File: src/rtl/cpu_pkg.sv
// cpu package
// shared widths, types and encodings for the rv32i subset pipeline
package cpu_pkg;
    localparam int xlen = 32;

    typedef logic [xlen-1:0] word_t;   // data, instruction or pc
    typedef logic [4:0]      reg_addr_t;

    // major opcodes of the supported subset
    typedef enum logic [6:0] {
        op_reg    = 7'b0110011,
        op_imm    = 7'b0010011,
        op_load   = 7'b0000011,
        op_store  = 7'b0100011,
        op_branch = 7'b1100011,
        op_jal    = 7'b1101111,
        op_system = 7'b1110011
    } opcode_e;

    typedef enum logic [2:0] {
        alu_add, alu_sub, alu_and, alu_or,
        alu_xor, alu_slt, alu_sll, alu_srl
    } alu_op_e;

    typedef enum logic [1:0] {
        fwd_none,   // register file value from decode
        fwd_mem,    // result held in ex/mem
        fwd_wb      // result held in mem/wb
    } fwd_sel_e;

    localparam word_t nop_inst = 32'h0000_0013;   // addi x0, x0, 0

    // ecall halts when a7 holds 10
    localparam reg_addr_t halt_reg  = 5'd17;
    localparam word_t     halt_code = 32'd10;
endpackage
File: src/rtl/decode_stage.sv
// decode stage
// opcode decode, immediates, ecall halt test and the id/ex register
module decode_stage
    import cpu_pkg::*;
(
    input  logic       clk,
    input  logic       reset,
    input  word_t      if_inst,
    input  word_t      if_pc,
    input  logic       stall,
    input  logic       redirect,
    input  reg_addr_t  wb_rd,
    input  word_t      wb_data,
    input  logic       wb_write,
    output reg_addr_t  dec_rs1,
    output reg_addr_t  dec_rs2,
    output logic       is_ecall,
    output logic       halt_req,
    output word_t      print_reg [0:31],
    output reg_addr_t  id_rs1,
    output reg_addr_t  id_rs2,
    output reg_addr_t  id_rd,
    output word_t      id_rs1_data,
    output word_t      id_rs2_data,
    output word_t      id_imm,
    output word_t      id_pc,
    output alu_op_e    id_alu_op,
    output logic       id_alu_src,
    output logic       id_reg_write,
    output logic       id_mem_read,
    output logic       id_mem_write,
    output logic       id_branch,
    output logic       id_jal,
    output logic [2:0] id_funct3,
    output logic       id_halt
);
    word_t      rs1_data;
    word_t      rs2_data;
    word_t      imm;
    alu_op_e    alu_op;
    logic       alu_src;
    logic       reg_write;
    logic       mem_read;
    logic       mem_write;
    logic       branch;
    logic       jal;
    logic       halt_hit;
    logic [2:0] funct3;

    assign funct3  = if_inst[14:12];
    assign dec_rs1 = is_ecall ? halt_reg : if_inst[19:15];   // ecall tests a7
    assign dec_rs2 = if_inst[24:20];

    register_file u_regs (
        .clk       (clk),
        .reset     (reset),
        .rs1       (dec_rs1),
        .rs2       (dec_rs2),
        .wb_rd     (wb_rd),
        .wb_data   (wb_data),
        .wb_write  (wb_write),
        .rs1_data  (rs1_data),
        .rs2_data  (rs2_data),
        .print_reg (print_reg)
    );

    always_comb begin
        alu_op    = alu_add;
        alu_src   = 1'b0;
        reg_write = 1'b0;
        mem_read  = 1'b0;
        mem_write = 1'b0;
        branch    = 1'b0;
        jal       = 1'b0;
        is_ecall  = 1'b0;
        imm       = {{20{if_inst[31]}}, if_inst[31:20]};   // i-type
        case (opcode_e'(if_inst[6:0]))
            op_reg, op_imm: begin
                reg_write = 1'b1;
                alu_src   = !if_inst[5];   // bit 5 clear for op_imm
                case (funct3)
                    3'b000:  alu_op = (if_inst[5] && if_inst[30]) ? alu_sub : alu_add;
                    3'b001:  alu_op = alu_sll;
                    3'b010:  alu_op = alu_slt;
                    3'b100:  alu_op = alu_xor;
                    3'b101:  alu_op = alu_srl;
                    3'b110:  alu_op = alu_or;
                    default: alu_op = alu_and;
                endcase
            end
            op_load: begin
                reg_write = 1'b1;
                mem_read  = 1'b1;
                alu_src   = 1'b1;
            end
            op_store: begin
                mem_write = 1'b1;
                alu_src   = 1'b1;
                imm       = {{20{if_inst[31]}}, if_inst[31:25], if_inst[11:7]};
            end
            op_branch: begin
                branch = 1'b1;
                imm    = {{20{if_inst[31]}}, if_inst[7], if_inst[30:25], if_inst[11:8], 1'b0};
            end
            op_jal: begin
                jal       = 1'b1;
                reg_write = 1'b1;
                imm = {{12{if_inst[31]}}, if_inst[19:12], if_inst[20], if_inst[30:21], 1'b0};
            end
            op_system: is_ecall = 1'b1;
            default: ;
        endcase
    end

    // x17 is only trusted once no write to it is pending
    assign halt_hit = is_ecall && (rs1_data == halt_code);
    assign halt_req = halt_hit && !stall;

    always_ff @(posedge clk) begin
        if (reset || redirect || stall) begin
            id_reg_write <= 1'b0;   // bubble
            id_mem_read  <= 1'b0;
            id_mem_write <= 1'b0;
            id_branch    <= 1'b0;
            id_jal       <= 1'b0;
            id_halt      <= 1'b0;
            id_rd        <= '0;
        end else begin
            id_reg_write <= reg_write;
            id_mem_read  <= mem_read;
            id_mem_write <= mem_write;
            id_branch    <= branch;
            id_jal       <= jal;
            id_halt      <= halt_hit;
            id_rd        <= if_inst[11:7];
        end
    end

    always_ff @(posedge clk) begin
        id_rs1      <= dec_rs1;
        id_rs2      <= dec_rs2;
        id_rs1_data <= rs1_data;
        id_rs2_data <= rs2_data;
        id_imm      <= imm;
        id_pc       <= if_pc;
        id_alu_op   <= alu_op;
        id_alu_src  <= alu_src;
        id_funct3   <= funct3;
    end
endmodule

File: src/rtl/register_file.sv
// register file
// 32 x 32 registers, x0 hardwired to zero, writes pass through to the reads
module register_file
    import cpu_pkg::*;
(
    input  logic      clk,
    input  logic      reset,
    input  reg_addr_t rs1,
    input  reg_addr_t rs2,
    input  reg_addr_t wb_rd,
    input  word_t     wb_data,
    input  logic      wb_write,
    output word_t     rs1_data,
    output word_t     rs2_data,
    output word_t     print_reg [0:31]
);
    word_t regs [0:31];
    logic  wr_en;

    assign wr_en = wb_write && (wb_rd != '0);   // x0 ignores writes

    always_ff @(posedge clk) begin
        if (reset) begin
            for (int i = 0; i < 32; i++)
                regs[i] <= '0;
        end else if (wr_en) begin
            regs[wb_rd] <= wb_data;
        end
    end

    assign rs1_data  = (wr_en && wb_rd == rs1) ? wb_data : regs[rs1];
    assign rs2_data  = (wr_en && wb_rd == rs2) ? wb_data : regs[rs2];
    assign print_reg = regs;   // debug view
endmodule

File: config.mk
export PLATFORM = sky130hd
export DESIGN_NAME = decode_stage
export DESIGN_NICKNAME = d
export VERILOG_FILES = /design/src/rtl/cpu_pkg.sv /design/src/rtl/decode_stage.sv /design/src/rtl/register_file.sv
export SDC_FILE = /design/constraint.sdc
export NUM_CORES = 2
export LEC_CHECK = 0
export BUFFER_PORTS_ARGS = -buffer_cell sky130_fd_sc_hd__buf_2
export CAP_MARGIN = 30
export CORE_AREA = 2 2 506 508
export DETAILED_ROUTE_END_ITERATION = 10
export DIE_AREA = 0 0 508 510
export PLACE_DENSITY = 0.43
export REMOVE_ABC_BUFFERS = 1
export SLEW_MARGIN = 20
export SYNTH_ARGS = -nofsm -noshare
export SYNTH_HDL_FRONTEND = slang
export SYNTH_SLANG_ARGS = --single-unit
File: constraint.sdc
create_clock -name clk -period 5.4 [get_ports clk]
set_input_delay 0 -clock clk [delete_from_list [all_inputs] [get_ports clk]]
set_output_delay 0 -clock clk [all_outputs]
set_load 0.005 [all_outputs]
; ---- After elaboration in Yosys (flattened, before gate mapping)
; Index checks and enable logic that the tools add are counted.
[op_classes]
order_cmp = 4
eq_ne = 15
mux = 22
bitwise_logic = 3
n_reduce_logical = 16
[op_table]
columns = cell, n
row1 = bitwise mux 1024 bit, 1
row2 = binary-select mux 32 bit (select 5 bit), 2
row3 = 2-to-1 mux 32 bit, 7
row4 = demux 32 bit (select 5 bit), 1
row5 = one-hot mux 20 bit (3 select lines), 1
row6 = "== test 32 x 4 -> 1 bit, second input constant", 1
row7 = "== test 7 bit, second input constant", 3
row8 = ">= comparator 6 bit, second input constant", 3
row9 = NOT 5 -> 6 bit, 3
row10 = one-hot mux 3 bit (6 select lines), 1
row11 = "== test 7 x 6 -> 1 bit, second input constant", 2
row12 = == test 5 bit, 2
row13 = "== test 3 bit, second input constant", 3
row14 = "== test 7 x 2 -> 1 bit, second input constant", 1
row15 = "== test 7 x 5 -> 1 bit, second input constant", 1
row16 = logical AND 1 bit, 7
row17 = 2-to-1 mux 1 bit, 7
row18 = "less-than comparator 6 x 1 -> 1 bit, second input constant", 1
row19 = 2-to-1 mux 5 bit, 1
row20 = nonzero test 5 bit, 1
row21 = OR reduction 2 bit, 2
row22 = OR reduction 4 bit, 1
row23 = "== test 3 x 1 -> 1 bit, second input constant", 1
row24 = "== test 3 x 2 -> 1 bit, second input constant", 1
row25 = other kinds (4), 6
[totals]
ff_bits = 1169
inputBits = 106
out_inout_bits = 1192
word_cells = 108

; ---- Longest topological paths before layout
[logic_depth]
depth_word = 11
mapped_depth = 15
ltp_nobuf = 10

; ---- Hierarchy
; Synthesis repeated with hierarchy kept, for this count alone.
[hier_totals]
hier_cells = 5988
hier_area_um2 = 54467.2
[modules_own_cells]
columns = module, instances, cells_per_inst, area_each_um2, seq_area_each_um2
row1 = register_file, 1, 5754, 50917.6, 20499.7
row2 = decode_stage, 1, 234, 3549.7, 2902.8

; ---- Worst setup path before layout
; Ideal clock, no wire load.
[synth_timing]
path_kind = input-to-reg
from = input if_inst[15]
to = register id_halt
setup_ns = 0.088
t_arrival_ns = 2.527
required_ns = 5.312
path_slack_ns = 2.786
cell_stages = 13
path_buffers = 4
cell_sequence = buf_2 > buf_2 > buf_2 > buf_2 > mux2i_1 > nor3_1 > a311oi_1 > o221ai_1 > o2111ai_1 > nand4_1 > nor4_2 > nand4_1 > nor4_2
[synth_between]
elab_chain_cells = 8
word_cells_on_any_way = 10
classes_between = 2 x eq/ne / 5 x mux / 1 x bitwise / 2 x reduce/logical
[synth_rtl]
columns = item, line
row1 = start: declaration, decode_stage.sv:8  ; input word_t if_inst,
row2 = 2-to-1 mux 5 bit (*), decode_stage.sv:51  ; assign dec_rs1 = is_ecall ? halt_reg : if_inst[19:15];
row3 = NOT 5 -> 6 bit (not written as such), register_file.sv:31  ; assign rs1_data = (wr_en && wb_rd == rs1) ? wb_data : regs[rs1];
row4 = binary-select mux 32 bit (select 5 bit), register_file.sv:31
row5 = 2-to-1 mux 32 bit (not written as such) (2 in a row), register_file.sv:31
row6 = 2-to-1 mux 32 bit (*), register_file.sv:31
row7 = == test 32 x 4 -> 1 bit (*), decode_stage.sv:116  ; assign halt_hit = is_ecall && (rs1_data == halt_code);
row8 = logical AND 1 bit (*), decode_stage.sv:116
row9 = end signal: assignment, decode_stage.sv:134  ; id_halt <= halt_hit;
row10 = end: declaration, decode_stage.sv:35  ; output logic id_halt
; Every way passes the cells marked *; elsewhere a longest branch is shown, timed or not. The select of a mux whose other input is x is not followed.
; A chain may end at the register's enable or synchronous reset.

; ---- Worst setup path after layout
[layout_timing]
from = input if_inst[16]
to = output halt_req
[layout_between]
elab_chain_cells = 9
word_cells_on_any_way = 11
classes_between = 2 x eq/ne / 5 x mux / 1 x bitwise / 3 x reduce/logical
[layout_rtl]
columns = item, line
row1 = 2-to-1 mux 5 bit (*), decode_stage.sv:51
row2 = NOT 5 -> 6 bit (not written as such), register_file.sv:31
row3 = binary-select mux 32 bit (select 5 bit), register_file.sv:31
row4 = 2-to-1 mux 32 bit (not written as such) (2 in a row), register_file.sv:31
row5 = 2-to-1 mux 32 bit (*), register_file.sv:31
row6 = == test 32 x 4 -> 1 bit (*), decode_stage.sv:116
row7 = logical AND 1 bit (*), decode_stage.sv:116
row8 = logical AND 1 bit (*), decode_stage.sv:117  ; assign halt_req = halt_hit && !stall;
row9 = end: declaration, decode_stage.sv:18  ; output logic halt_req,
; Marked as above.

==> flow_summary.ini <==
[final_layout]
fin_nets = 7730
fillers = 26900
syn_to_final_growth_pct = 30.6
multiInputGateArea_um2 = 30600
largest_reg_flops = 1024
fin_util_pct = 29.0
seq_area_um2 = 23400
drive_gt1_share_pct = 29.9

[floorplanning]
fp.dieW_um = 508
dieArea_um2 = 259000
core_um2 = 253000
boundaryPins = 1298
start_util_pct = 22.2
fp.dieH_um = 510
num_rows = 185

[synth]
yosys.cell_count.top_type = nand2_1
synth-seq-area-share_pct = 41.6
syn_area_per_cell_um2 = 8.66
netlist_instances = 6492
synth-edff-count = 0
ys_ff_latch = 1169
synth_common_cells = 2,137 x nand2_1, 1,169 x dfxtp_1, 1,062 x a21oi_1
synthDistinctLibCells = 75
synth_top_area_share_pct = 41.6
synth_top_flop_cell = dfxtp_1
async_reset_ff_share_pct = 0
yosysTopAreaCell = dfxtp_1
yosysWarnings = 0
syn_area_um2 = 56200
synthTopCellsByArea = dfxtp_1 42%, mux4_2 17%, nand2_1 14%

[hold_path]
hp-class = in -> reg
min_from = if_inst[4]
hold_path_end = id_alu_src$_SDFF_PN0_
hold_depth = 3

[critical_path]
r2r-end = id_halt$_SDFF_PP0_
rrSetupSlack_ns = 1.97
required_ns = 5.40
crit_path_end_kind = output port
start_kind = primary input
worstPathArrival_ns = 5.22
r2r-start = u_regs.print_reg[579]$_SDFFE_PP0P_
path_class = in -> out
cp_max_fo = 36
r2r_cells = 8

[cts]
clock_latency_ns = 0.84
cts_root_buf = clkbuf_16
numCtsBuffers = 153
path_clk_slew_ns = 0.05
clock_sinks = 1169
cts_tree = built
post_cts_buffers = 0
cts_buffer_depth = 3
htreeDepth = 4

[routing]
initialDrtViolationCount = 7403
ant_nets = 0
num_vias = 60800
wire_per_inst_um = 39.6
wl_um = 440000
vias_per_cell = 5.47
drt-pass1-iter-count = 6
drc = 0

[timing]
period_share_pct = 96.7
drv_slew = 0
tightest_slew_ns = 1.32
grt_setup_unrepaired = false
fin_crit_ns = 5.22
timing.setup.tns_ns = 0
fin_skew_ns = 0.0506
relSlewSlack_pct = 12.2
hold_viol = 0
fmax_mhz = 191
setup_viol = 0

[grt]
grt_pass1_wl_um = 566000
grt_max_degree = 199
antenna_found_initial = 42
grt_pass1_vias = 56400
grt.overflow.total = 0
gr-usage-all-layers_pct = 32.6

[place]
dp_hpwl_um = 313000
io_buffers = 1297
routabilityCongestion = 0.917

[run_status]
status = finished clean

[run]
max_cap_viol_count = 0

[power]
powerDensity_nw_per_um2 = 294
leakagePower_nw = 28.5
power_w = 0.0216
irDropWorstVdd_mv = 0.292
## cell usage in the layout (no fill, tap or decap), types with 14 or more instances in the layout
| cell | count |
|---|---|
| mux2_2 | 57 |
| buf_2 | 1289 |
| o211ai_1 | 37 |
| nand2_1 | 2109 |
| o21ai_0 | 92 |
| clkinv_2 | 31 |
| inv_1 | 16 |
| clkbuf_16 | 157 |
| diode_2 | 14 |
| nand2_4 | 18 |
| clkbuf_8 | 27 |
| buf_12 | 19 |
| a31oi_1 | 23 |
| buf_4 | 166 |
| mux2i_1 | 159 |
| clkbuf_1 | 32 |
| o221ai_1 | 45 |
| nor3_1 | 42 |
| nor2b_1 | 39 |
| a211oi_1 | 41 |
| o22ai_1 | 40 |
| nand3_1 | 20 |
| dfxtp_1 | 1169 |
| nor2_4 | 34 |
| mux4_2 | 416 |
| nor2_1 | 125 |
| o2111ai_1 | 14 |
| dlygate4sd3_1 | 165 |
| a221oi_1 | 27 |
| a21oi_1 | 1057 |
| a2bb2oi_1 | 14 |
## metrics by stage
stage          instances  hold WS, ns  area, µm²  setup WS [ns]
4_1_cts            11100      0.00125      73300         0.0605
3_5_place_dp       10700        0.104      66700          0.512
2_1_floorplan       5812            0      53400          0.530
6_report           11100       0.0659      73400          0.177
5_1_grt            11100       0.0480      73400         0.0236
3_3_place_gp       10700        0.102      66400         -0.533
## per-layer routing
metal  part of all wire, %  vias up  GRT usage [%]
met5                     0        -              0
met4                   7.4        0           20.2
met3                   9.7      837           8.72
met2                    45     4126           51.9
met1                    38    30900           39.0
li1                      -    25000              -
## repair_timing
item,in CTS,in global routing
hold buffers,164,1
endpoints found under the setup margin,0,1
resized for setup,0,1
endpoints found under the hold margin,1051,1
## worst max path at each step
stage,slack (ns),from,end,depth (start not counted)
5_1_grt,0.02,if_inst[16],halt_req,14
4_1_cts,0.06,if_inst[6],halt_req,14
6_report,0.18,if_inst[16],halt_req,14
3_5_place_dp,0.51,if_inst[2],halt_req,13
3_3_place_gp,-0.53,if_inst[2],halt_req,12
2_1_floorplan,0.53,wb_rd[2],id_rs2_data[0]$_DFF_P_,4
## where the power goes
part           switching, W  total (W)  leakage (nW)  internal (W)
combinational       0.00152    0.00215          16.6      0.000631
sequential         0.000145    0.00888          9.46       0.00874
clock               0.00446     0.0106          2.47       0.00612
## cells by family after synthesis
logic type	count (synthesis)	synth area share, %
multiplexers	632	20.6
AND/OR/NAND/NOR	2472	17.2
AO/OA/AOI/OAI	1508	15.3
XOR/XNOR	7	0.109
flip-flops	1169	41.6
buffers and inverters	704	5.09
## cell type report
cell class / count / area share (%)
multi-input combinational: 4619 / 41.7
sequential: 1169 / 31.9
timing repair buffer: 1657 / 13.7
clock buffer: 215 / 6.00
tap: 3366 / 5.74
clock inverter: 55 / 0.820
inverter: 24 / 0.133
antenna: 14 / 0.0477
## worst max-delay path, stage by stage
cell and delay [ns]:
dlygate4sd3_1 0.58, buf_6 0.54, o21ai_4 0.12, buf_4 0.36
a221o_1 0.49, or3_2 0.84, o2111ai_1 0.29, nand4_1 0.43
nor4_2 0.45, nand4_1 0.24, nor4_2 0.26, buf_4 0.22
buf_4 0.12, buf_2 0.11
(Power assumes the default switching activity.)
