--- src/rtl/cpu_pkg.sv ---
// cpu package
// shared widths, types and encodings for the rv32i subset pipeline
package cpu_pkg;
    localparam int xlen = 32;

    typedef logic [xlen-1:0] word_t;   // data, instruction or pc
    typedef logic [4:0]      reg_addr_t;

    // major opcodes of the supported subset
    typedef enum logic [6:0] {
        op_reg    = 7'b0110011,
        op_imm    = 7'b0010011,
        op_load   = 7'b0000011,
        op_store  = 7'b0100011,
        op_branch = 7'b1100011,
        op_jal    = 7'b1101111,
        op_system = 7'b1110011
    } opcode_e;

    typedef enum logic [2:0] {
        alu_add, alu_sub, alu_and, alu_or,
        alu_xor, alu_slt, alu_sll, alu_srl
    } alu_op_e;

    typedef enum logic [1:0] {
        fwd_none,   // register file value from decode
        fwd_mem,    // result held in ex/mem
        fwd_wb      // result held in mem/wb
    } fwd_sel_e;

    localparam word_t nop_inst = 32'h0000_0013;   // addi x0, x0, 0

    // ecall halts when a7 holds 10
    localparam reg_addr_t halt_reg  = 5'd17;
    localparam word_t     halt_code = 32'd10;
endpackage
--- src/rtl/hazard_unit.sv ---
// hazard unit
// load-use and ecall stalls, and operand forwarding selects for execute
module hazard_unit
    import cpu_pkg::*;
(
    input  reg_addr_t dec_rs1,
    input  reg_addr_t dec_rs2,
    input  logic      is_ecall,
    input  reg_addr_t id_rd,
    input  logic      id_mem_read,
    input  logic      id_reg_write,
    input  reg_addr_t ex_rd,
    input  logic      ex_reg_write,
    input  reg_addr_t id_rs1,
    input  reg_addr_t id_rs2,
    input  reg_addr_t wb_rd,
    input  logic      wb_write,
    output logic      stall,
    output fwd_sel_e  fwd_a,
    output fwd_sel_e  fwd_b
);
    logic load_use;
    logic ecall_wait;

    // newest producer first, x0 never forwarded
    function automatic fwd_sel_e pick_source(reg_addr_t rs);
        if (ex_reg_write && ex_rd != '0 && ex_rd == rs)
            return fwd_mem;
        if (wb_write && wb_rd != '0 && wb_rd == rs)
            return fwd_wb;
        return fwd_none;
    endfunction

    always_comb begin
        fwd_a = pick_source(id_rs1);
        fwd_b = pick_source(id_rs2);
    end

    assign load_use = id_mem_read && id_rd != '0 && (id_rd == dec_rs1 || id_rd == dec_rs2);

    // ecall reads x17 in decode, so a write in execute or memory must reach wb first
    assign ecall_wait = is_ecall && ((id_reg_write && id_rd == halt_reg) ||
                                     (ex_reg_write && ex_rd == halt_reg));
    assign stall = load_use || ecall_wait;
endmodule

--- config.mk ---
export PLATFORM = sky130hd
export DESIGN_NAME = hazard_unit
export DESIGN_NICKNAME = d
export VERILOG_FILES = /design/src/rtl/cpu_pkg.sv /design/src/rtl/hazard_unit.sv
export SDC_FILE = /design/constraint.sdc
export NUM_CORES = 1
export LEC_CHECK = 0
export BUFFER_PORTS_ARGS = -buffer_cell sky130_fd_sc_hd__buf_2
export CELL_PAD_IN_SITES_DETAIL_PLACEMENT = 0
export CELL_PAD_IN_SITES_GLOBAL_PLACEMENT = 2
export CORE_MARGIN = 3
export CORE_UTILIZATION = 16
export DETAILED_ROUTE_END_ITERATION = 16
export GPL_TIMING_DRIVEN = 0
export PLACE_DENSITY_LB_ADDON = 0.2
export SLEW_MARGIN = 10
export SYNTH_ARGS = -nofsm -noshare
export SYNTH_HDL_FRONTEND = slang
export SYNTH_SLANG_ARGS = --single-unit
--- constraint.sdc ---
create_clock -name vclk -period 0.9
set_input_delay 0.045 -clock vclk [all_inputs]
set_output_delay 0.045 -clock vclk [all_outputs]
set_load 0.02 [all_outputs]
======== Yosys cells after proc, flatten, opt, wreduce, memory -nomap -nowiden ========
Cells that the tools add are included.
storage, ports and cells
  bits in registers ....................... 0
  bits of input ports ..................... 40
  output and inout port bits .............. 5
operators by class
  equal/unequal tests ..................... 8
  multiplexer cells ....................... 14
  reductions and logical operators ........ 17
operator list
  cell                                         count
  equality test 5 bit                          6
  2-to-1 mux 2 bit                             8
  nonzero test 5 bit                           3
  logical AND 1 bit                            11
  equality test 5 bit (second input constant)  2
  2-to-1 mux 1 bit                             6
  logical OR 1 bit                             3

======== Logic depth before layout (Yosys ltp) ========
Gate-level depths: netlist (run 1).
  depth after elaboration ................. 7
  depth in mapped cells ................... 4
  mapped depth without buffers ............ 4

======== Worst setup path after synthesis (run 1) ========
No wires, ideal clock.
  kind .................................... input -> output
  from .................................... input port ex_rd[3]
  to ...................................... output port fwd_a[1]
  data arrival time ....................... 1.308 ns
  path slack .............................. -0.453 ns
  stages .................................. 4
  cell sequence ........................... or3_4 o31ai_4 nor4_2 nor4_2
between the ends
  cells in the longest elaborated chain, start to end .. 5
  elaborated cells between the ends (all ways) .. 6
RTL lines
  item                   line               source
  from (decl)            hazard_unit.sv:12  input reg_addr_t ex_rd,
  nonzero test 5 bit     hazard_unit.sv:27  if (ex_reg_write && ex_rd != '0 && ex_rd == rs)
  logical AND 1 bit      hazard_unit.sv:27
  logical AND 1 bit (*)  hazard_unit.sv:27
  2-to-1 mux 1 bit (*)   hazard_unit.sv:27
  2-to-1 mux 2 bit (*)   hazard_unit.sv:29  if (wb_write && wb_rd != '0 && wb_rd == rs)
  to (decl)              hazard_unit.sv:19  output fwd_sel_e fwd_a,
Every way passes the cells marked *; elsewhere a longest branch is shown, timed or not.

======== Final worst setup path (run 1) ========
  from .................................... input port id_rs1[0]
  to ...................................... output port fwd_a[1]
between the ends
  cells in the longest elaborated chain, start to end .. 6
  elaborated cells between the ends (all ways) .. 10
RTL lines
  item                            line               source
  from (decl)                     hazard_unit.sv:14  input reg_addr_t id_rs1,
  equality test 5 bit             hazard_unit.sv:29
  logical AND 1 bit               hazard_unit.sv:29
  2-to-1 mux 1 bit (2 in series)  hazard_unit.sv:29
  2-to-1 mux 2 bit                hazard_unit.sv:31  return fwd_none;
  2-to-1 mux 2 bit (*)            hazard_unit.sv:29
Every way passes the cells marked *; elsewhere a longest branch is shown, timed or not. The select of a mux whose other input is x is not followed.

==> impl_metrics.csv, run 1 <==
group,metric,value,unit
floorplan,coreArea,0.002567,mm²
route,ant_nets,0,
critical_path,worstSetupStartpoint,"id_rs1[0]",
timing,max_freq,732.2,MHz
place,placed_area,734.5,µm²
synthesis,yosys_warnings,0,
place,portBuffers,45,
critical_path,end_kind,"primary output",
critical_path,critPathArrivalTime,1320,ps
pwr,peakVddDrop,0.0001575,V
critical_path,slowest_delay,540,ps
run,cap_violations,0,
synthesis,yosysUniqueCellTypes,12,
timing,fin_crit_sh,1.518,
place,place.gp.congestion,0.7264,
synthesis,ys_seq_area_frac,0,
synthesis,synth_top_area_cell,"xnor2_1",
critical_path,critPathKind,"input pin to primary output",
layout,clock_buffers,0,
layout,final_cell_area,903.4,µm²
synthesis,synth_area,445.4,µm²
layout,diodes,0,
critical_path,cpLargestDelayFamily,"simple AND/OR/NAND/NOR gates",
critical_path,crit_top_cell,"buf_4",
route,dr.pass1.iters,2,
floorplan,rows,18,
worst_hold_path,holdCritStartpoint,"is_ecall",
route,vias,560,
floorplan,start_util,0.1735,
global_route,grt_pass1_vias,584,
critical_path,cp_cell_sequence,"buf_4 > xor2_1 > or4_4 > nor4_4 > buf_4",
critical_path,crit_path_start_kind,"input pin",
layout,seq_area,0,µm²
route,drc_errors,0,
pwr,leakagePower,0.3840,nW
critical_path,required,850,ps
floorplan,io_pins,45,
layout,drive_gt1_frac,0.6275,
worst_hold_path,min_path_cells,3,
layout,fillers,272,
cts,cts_hold_buf,0,
layout,utilization,0.3519,
floorplan,die_h,58.76,µm
pwr,powerDensity,456.0,mW/mm²
outcome,status,"finished, violations left",
synthesis,syn_nets,93,
route,drt_iter0_drc,10,
synthesis,synthDominantCellAreaShare,0.3146,
route,via_per_inst,4.242,
route,postRouteWirelength,1577,µm
critical_path,path_buf_inv,2,
layout,nFlopsAndLatches,0,
worst_hold_path,worstHoldEndpoint,"stall",
critical_path,worstPathMaxFanout,2,
global_route,grt_overflow,0,
synthesis,syn_area_per_cell,8.404,µm²
timing,setup_viol_count_final,5,
place,post-place-ws,-495.3,ps
timing,rsz0062_at_grt,"true",
global_route,grt_pass1_wl,2490,µm
place,dp_hpwl,1374,µm
synthesis,netlist_instances,53,
timing,slew_violations,0,
worst_hold_path,min_path_type,"input pin to primary output",
timing,slew_headroom,0.7836,
timing,worst_pin_slew,322.2,ps
timing,fin_setup_tns,-1747,ps
synthesis,synthTopCellsByArea,"xnor2_1 (31%), xor2_1 (28%), nor4_2 (11%), nand3_1 (6.7%), or4_1 (5.1%)",
global_route,grt_use_total,0.08903,
global_route,grt_max_degree,5,
layout,nets,144,
layout,syn_to_final_growth,102.8,%
floorplan,die_w,58.76,µm
timing,hold_viol,0,
floorplan,die-area,0.003453,mm²
critical_path,crit_slowest_cell,"or4_4",
route,wire_per_inst,11.95,µm
timing,fin_crit,1366,ps
global_route,antenna_found_initial,0,
timing,fin_ws,-465.8,ps
outcome,violations,"negative setup slack",
-- cells in the mapped netlist --
cell type and instances:
xnor2_1 16, xor2_1 14, nand3_1 6, nor4_2 4, or4_1 3, nand2_1 2
o22ai_1 2, or3_1 2, a32o_1 1, o21ai_1 1, o31ai_4 1, or3_4 1
-- through the flow --
step	std cells	hold slack [ps]	total power [mW]
final	132	392.4	0.4120
after global routing	132	412.9	0.4504
after CTS	130	394.6	0.3892
after detailed placement	128	420.8	0.3321
after global placement	128	421.0	0.3297
after floorplan	53	219.0	0.1707
-- power by group --
| part | internal (mW) | switching (mW) |
|---|---|---|
| Combinational | 0.226 | 0.186 |
| Sequential | 0 | 0 |
| Clock | 0 | 0 |
-- placed cells by master, fill, tap and decap left out, drive strengths merged --
cell   Yosys  final
buf        0     49
xnor2     16     16
xor2      14     14
nand3      6      6
nor4       4      4
or3        3      3
or4        3      3
nand2      2      2
o22ai      2      2
o31ai      1      1
a32o       1      1
o21ai      1      1
-- per-layer routing --
metal  global-route usage  share of wire
met1               0.1102           0.37
met2               0.1751           0.53
met5                    0              0
met3             0.006579          0.093
met4                    0              0
-- worst max path at each step --
| stage | endpoint | slack [ps] | depth (start not counted) |
|---|---|---|---|
| finish | fwd_a[1] | -470 | 5 |
| global route | fwd_a[1] | -530 | 5 |
| CTS | fwd_a[1] | -480 | 5 |
| detailed placement | fwd_a[1] | -500 | 5 |
| global placement | fwd_a[1] | -480 | 5 |
| floorplan | fwd_a[1] | -280 | 3 |
-- cell families after synthesis --
| group | after synthesis | synth area share |
|---|---|---|
| XOR/XNOR | 30 | 0.5899 |
| AO/OA/AOI/OAI | 5 | 0.1095 |
| AND/OR/NAND/NOR | 18 | 0.3006 |
-- final cells by class --
class / count / area (µm²) / share of cell area
Tap cell: 30 / 37.54 / 0.04155
Multi-Input combinational cell: 53 / 526.8 / 0.5831
Timing Repair Buffer: 49 / 339.1 / 0.3753
-- worst min-delay path, stage by stage --
cell and delay [ps]:
buf_2 80, a32o_2 120, buf_6 110
-- what timing repair did --
action / 4_1_cts / 5_1_grt
resized for setup: 24 / 10
pin swaps: 5 / 6
setup buffers: 2 / 2
endpoints found under the setup margin: 5 / 5
(Power assumes the default switching activity.)
==> run 2: changes to the inputs <==
- CELL_PAD_IN_SITES_DETAIL_PLACEMENT: 0 -> 2
==> impl_metrics.csv, run 2 (synthesized netlist as in run 1, its figures left out) <==
group,metric,value,unit
outcome,status,"finished, violations left",
outcome,violations,"negative setup slack",
worst_hold_path,min_path_cells,3,
route,ant_nets,0,
pwr,pwr-share-comb,1.000,
place,placed_area,734.5,µm²
pwr,peakVddDrop,0.0001678,V
layout,layout_common_cells,"buf_2 (35), xor2_1 (14), xnor2_1 (13)",
pwr,swShare,0.4696,
global_route,grt_overflow,0,
floorplan,die_h,58.76,µm
route,wire_per_inst,14.30,µm
route,dr.pass1.iters,2,
floorplan,rows,18,
pwr,leakagePower,0.3750,nW
timing,slew_violations,0,
critical_path,cp_num_cells,5,
critical_path,crit_path_start_kind,"input pin",
layout,nFlopsAndLatches,0,
floorplan,start_util,0.1735,
route,drc_errors,0,
critical_path,crit_slowest_cell,"or4_4",
layout,drive_gt1_frac,0.6238,
layout,layout.cells.most_common,"buf_2",
critical_path,cpLargestDelayFamily,"simple AND/OR/NAND/NOR gates",
worst_hold_path,min_path_type,"input pin to primary output",
timing,max_freq,733.2,MHz
place,dp_hpwl,1659,µm
timing,slew_headroom,0.7821,
layout,fillers,302,
place,portBuffers,45,
worst_hold_path,worstHoldEndpoint,"stall",
place,place.gp.congestion,0.7264,
pwr,power_frac_seq,0,
timing,fin_crit,1364,ps
pwr,powerDensity,470.4,mW/mm²
layout,syn_to_final_growth,101.4,%
layout,diodes,0,
timing,setup_viol_count_final,5,
global_route,grt_pass1_vias,688,
layout,final_cell_area,897.1,µm²
critical_path,worstPathMaxFanout,3,
timing,rsz0062_at_grt,"true",
worst_hold_path,holdCritStartpoint,"is_ecall",
pwr,power_frac_clock,0,
route,postRouteWirelength,1873,µm
global_route,grt_pass1_wl,3125,µm
pwr,total_power,0.4220,mW
timing,hold_viol,0,
critical_path,cp_cell_sequence,"buf_2 > xor2_1 > or4_4 > nor4_4 > buf_4",
route,via_per_inst,4.481,
pwr,p_sw,0.1981,mW
timing,fin_crit_sh,1.515,
cts,cts_hold_buf,0,
global_route,grt_max_degree,5,
floorplan,io_pins,45,
pwr,p_int,0.2238,mW
timing,worst_pin_slew,324.5,ps
layout,nets,143,
critical_path,critPathArrivalTime,1320,ps
critical_path,path_buf_inv,2,
layout,clock_buffers,0,
layout,utilization,0.3494,
critical_path,required,850,ps
timing,fin_ws,-463.8,ps
critical_path,end_kind,"primary output",
floorplan,die_w,58.76,µm
critical_path,critPathKind,"input pin to primary output",
global_route,antenna_found_initial,0,
route,drt_iter0_drc,10,
global_route,grt_use_total,0.1138,
route,vias,587,
floorplan,coreArea,0.002567,mm²
run,cap_violations,0,
critical_path,slowest_delay,550,ps
floorplan,die-area,0.003453,mm²
layout,seq_area,0,µm²
run 2: power by group through the flow:
stage / clock [mW] / combinational, mW / sequential (mW)
after floorplan: 0 / 0.171 / 0
after global placement: 0 / 0.330 / 0
after detailed placement: 0 / 0.340 / 0
after CTS: 0 / 0.389 / 0
after global routing: 0 / 0.463 / 0
final: 0 / 0.422 / 0
run 2: routing by layer:
metal / global-route usage / share of wire / vias to the layer above
met2: 0.2287 / 0.54 / 26
met5: 0 / 0 / -
li1: - / - / 290
met1: 0.1380 / 0.38 / 271
met3: 0.006579 / 0.073 / 0
met4: 0 / 0 / 0
run 2: worst min-delay path, stage by stage:
cell	delay, ps
buf_2	70
a32o_2	120
buf_6	110
run 2: per-stage QoR:
step / std cells / hold WS, ps / setup slack [ps] / TNS (ps)
after global placement: 128 / 421.0 / -484.8 / -1931
after global routing: 131 / 397.2 / -529.3 / -2186
after CTS: 130 / 422.7 / -478.2 / -1905
after detailed placement: 128 / 418.7 / -496.3 / -2004
after floorplan: 53 / 219.0 / -279.6 / -826.6
final: 131 / 391.5 / -463.8 / -1914
run 2: area by class of cell:
cell class,instances,area [µm²],share of cell area
multi-input combinational,53,549.3,0.6123
timing repair buffer,48,310.3,0.3459
tap,30,37.54,0.04184
run 2: worst max-delay path by stage:
stage / from / end / slack, ps
floorplan: id_rs1[2] / fwd_a[1] / -280
global placement: id_rs1[2] / fwd_a[1] / -480
detailed placement: id_rs1[2] / fwd_a[1] / -500
CTS: ex_rd[3] / fwd_a[1] / -480
global route: wb_rd[4] / fwd_a[1] / -530
finish: wb_rd[4] / fwd_a[1] / -460
run 2: timing repair:
item                                    in CTS  in global routing
endpoints found under the setup margin       5                  5
hold endpoints to repair                     0                  0
setup buffers                                2                  2
pin swaps                                    4                  5
cloned                                       0                  0
resized for setup                           17                 13
==> run 3: changes to the inputs <==
- PLACE_DENSITY_LB_ADDON: 0.2 -> 0.1
==> impl_metrics.csv, run 3 (synthesized netlist as in run 1, its figures left out) <==
group,metric,value,unit
timing,fin_ws,-432.4,ps
timing,fin_crit,1332,ps
route,wire_per_inst,14.45,µm
pwr,leakagePower,0.3752,nW
place,post-place-ws,-482.5,ps
worst_hold_path,min_path_type,"input pin to primary output",
floorplan,start_util,0.1735,
route,dr.pass1.iters,2,
critical_path,worstPathMaxFanout,3,
critical_path,worstSetupStartpoint,"wb_rd[2]",
critical_path,critPathKind,"input pin to primary output",
pwr,total_power,0.4106,mW
global_route,antenna_found_initial,0,
place,place.gp.congestion,0.6900,
pwr,peakVddDrop,0.0002041,V
route,drc_errors,0,
critical_path,end_kind,"primary output",
cts,cts_hold_buf,0,
pwr,powerDensity,462.2,mW/mm²
global_route,grt_util_met3,0.006579,
layout,nets,142,
timing,slew_headroom,0.7834,
route,vias,563,
floorplan,die_w,58.76,µm
layout,final_cell_area,888.4,µm²
timing,hold_viol,0,
timing,fin_setup_tns,-1786,ps
floorplan,die-area,0.003453,mm²
run,cap_violations,0,
critical_path,required,850,ps
route,via_per_inst,4.331,
layout,diodes,0,
layout,clock_buffers,0,
layout,drive_gt1_frac,0.6200,
route,postRouteWirelength,1878,µm
route,ant_nets,0,
timing,max_freq,750.5,MHz
floorplan,coreArea,0.002567,mm²
critical_path,crit_path_start_kind,"input pin",
critical_path,crit_end,"fwd_a[1]",
global_route,met2_usage,0.1987,
floorplan,die_h,58.76,µm
route,drt_iter0_drc,5,
place,dp_hpwl,1638,µm
timing,rsz0062_at_grt,"true",
global_route,grt_pass1_wl,3084,µm
outcome,status,"finished, violations left",
global_route,grt_pass1_vias,647,
layout,syn_to_final_growth,99.44,%
floorplan,io_pins,45,
global_route,busiest_layer,"met2",
critical_path,critPathArrivalTime,1290,ps
timing,worst_pin_slew,322.5,ps
timing,fin_hold_ws,412.2,ps
global_route,grt_use_total,0.1125,
timing,fin_crit_sh,1.480,
timing,slew_violations,0,
layout,seq_area,0,µm²
global_route,grt_overflow,0,
place,placed_area,734.5,µm²
layout,nFlopsAndLatches,0,
layout,fillers,301,
worst_hold_path,min_path_cells,3,
layout,layout.cells.most_common,"buf_2",
global_route,grt_max_degree,5,
floorplan,rows,18,
place,portBuffers,45,
layout,layout_common_cells,"buf_2 (29), xor2_1 (14), xnor2_1 (13)",
timing,setup_viol_count_final,5,
global_route,grt_use_met1,0.1590,
outcome,violations,"negative setup slack",
[run 3: cell types whose count changed in the layout (fill, tap and decap cells not counted), sizes merged]
cell  previous run  this run
buf             48        47
[run 3: area by class of cell]
cell class                      count  area [µm²]  area share
Multi-Input combinational cell     53       525.5      0.5915
Tap cell                           30       37.54     0.04225
Timing Repair Buffer               47       325.3      0.3662
[run 3: power breakdown]
part	switching, mW	total (mW)	internal [mW]	leakage (nW)
Combinational	0.189	0.411	0.222	0.375
Clock	0	0	0	0
Sequential	0	0	0	0
Total	0.189	0.411	0.222	0.375
[run 3: worst max-delay path, cell delays in order]
cell and delay [ps]:
buf_4 130, xor2_1 140, or4_4 520, nor4_4 280, buf_4 180
[run 3: what timing repair did]
item	CTS	global route
pin swaps	3	3
endpoints found under the setup margin	5	5
buffers inserted	1	1
resized for setup	29	5
endpoints found under the hold margin	0	0
[run 3: worst min-delay path by stage]
stage	startpoint	end
2_1_floorplan	ex_reg_write	fwd_a[0]
3_3_place_gp	is_ecall	stall
3_5_place_dp	is_ecall	stall
4_1_cts	is_ecall	stall
5_1_grt	is_ecall	stall
6_report	is_ecall	stall
[run 3: stage by stage]
step                      utilization  instances
after global placement         0.2861        128
after global routing           0.3460        130
final                          0.3460        130
after CTS                      0.3353        129
after floorplan                     -         53
after detailed placement       0.2861        128
[run 3: metal layers]
metal	up-vias	share of wire
met2	19	0.51
met1	257	0.43
met3	0	0.063
li1	287	-
met5	-	0
met4	0	0
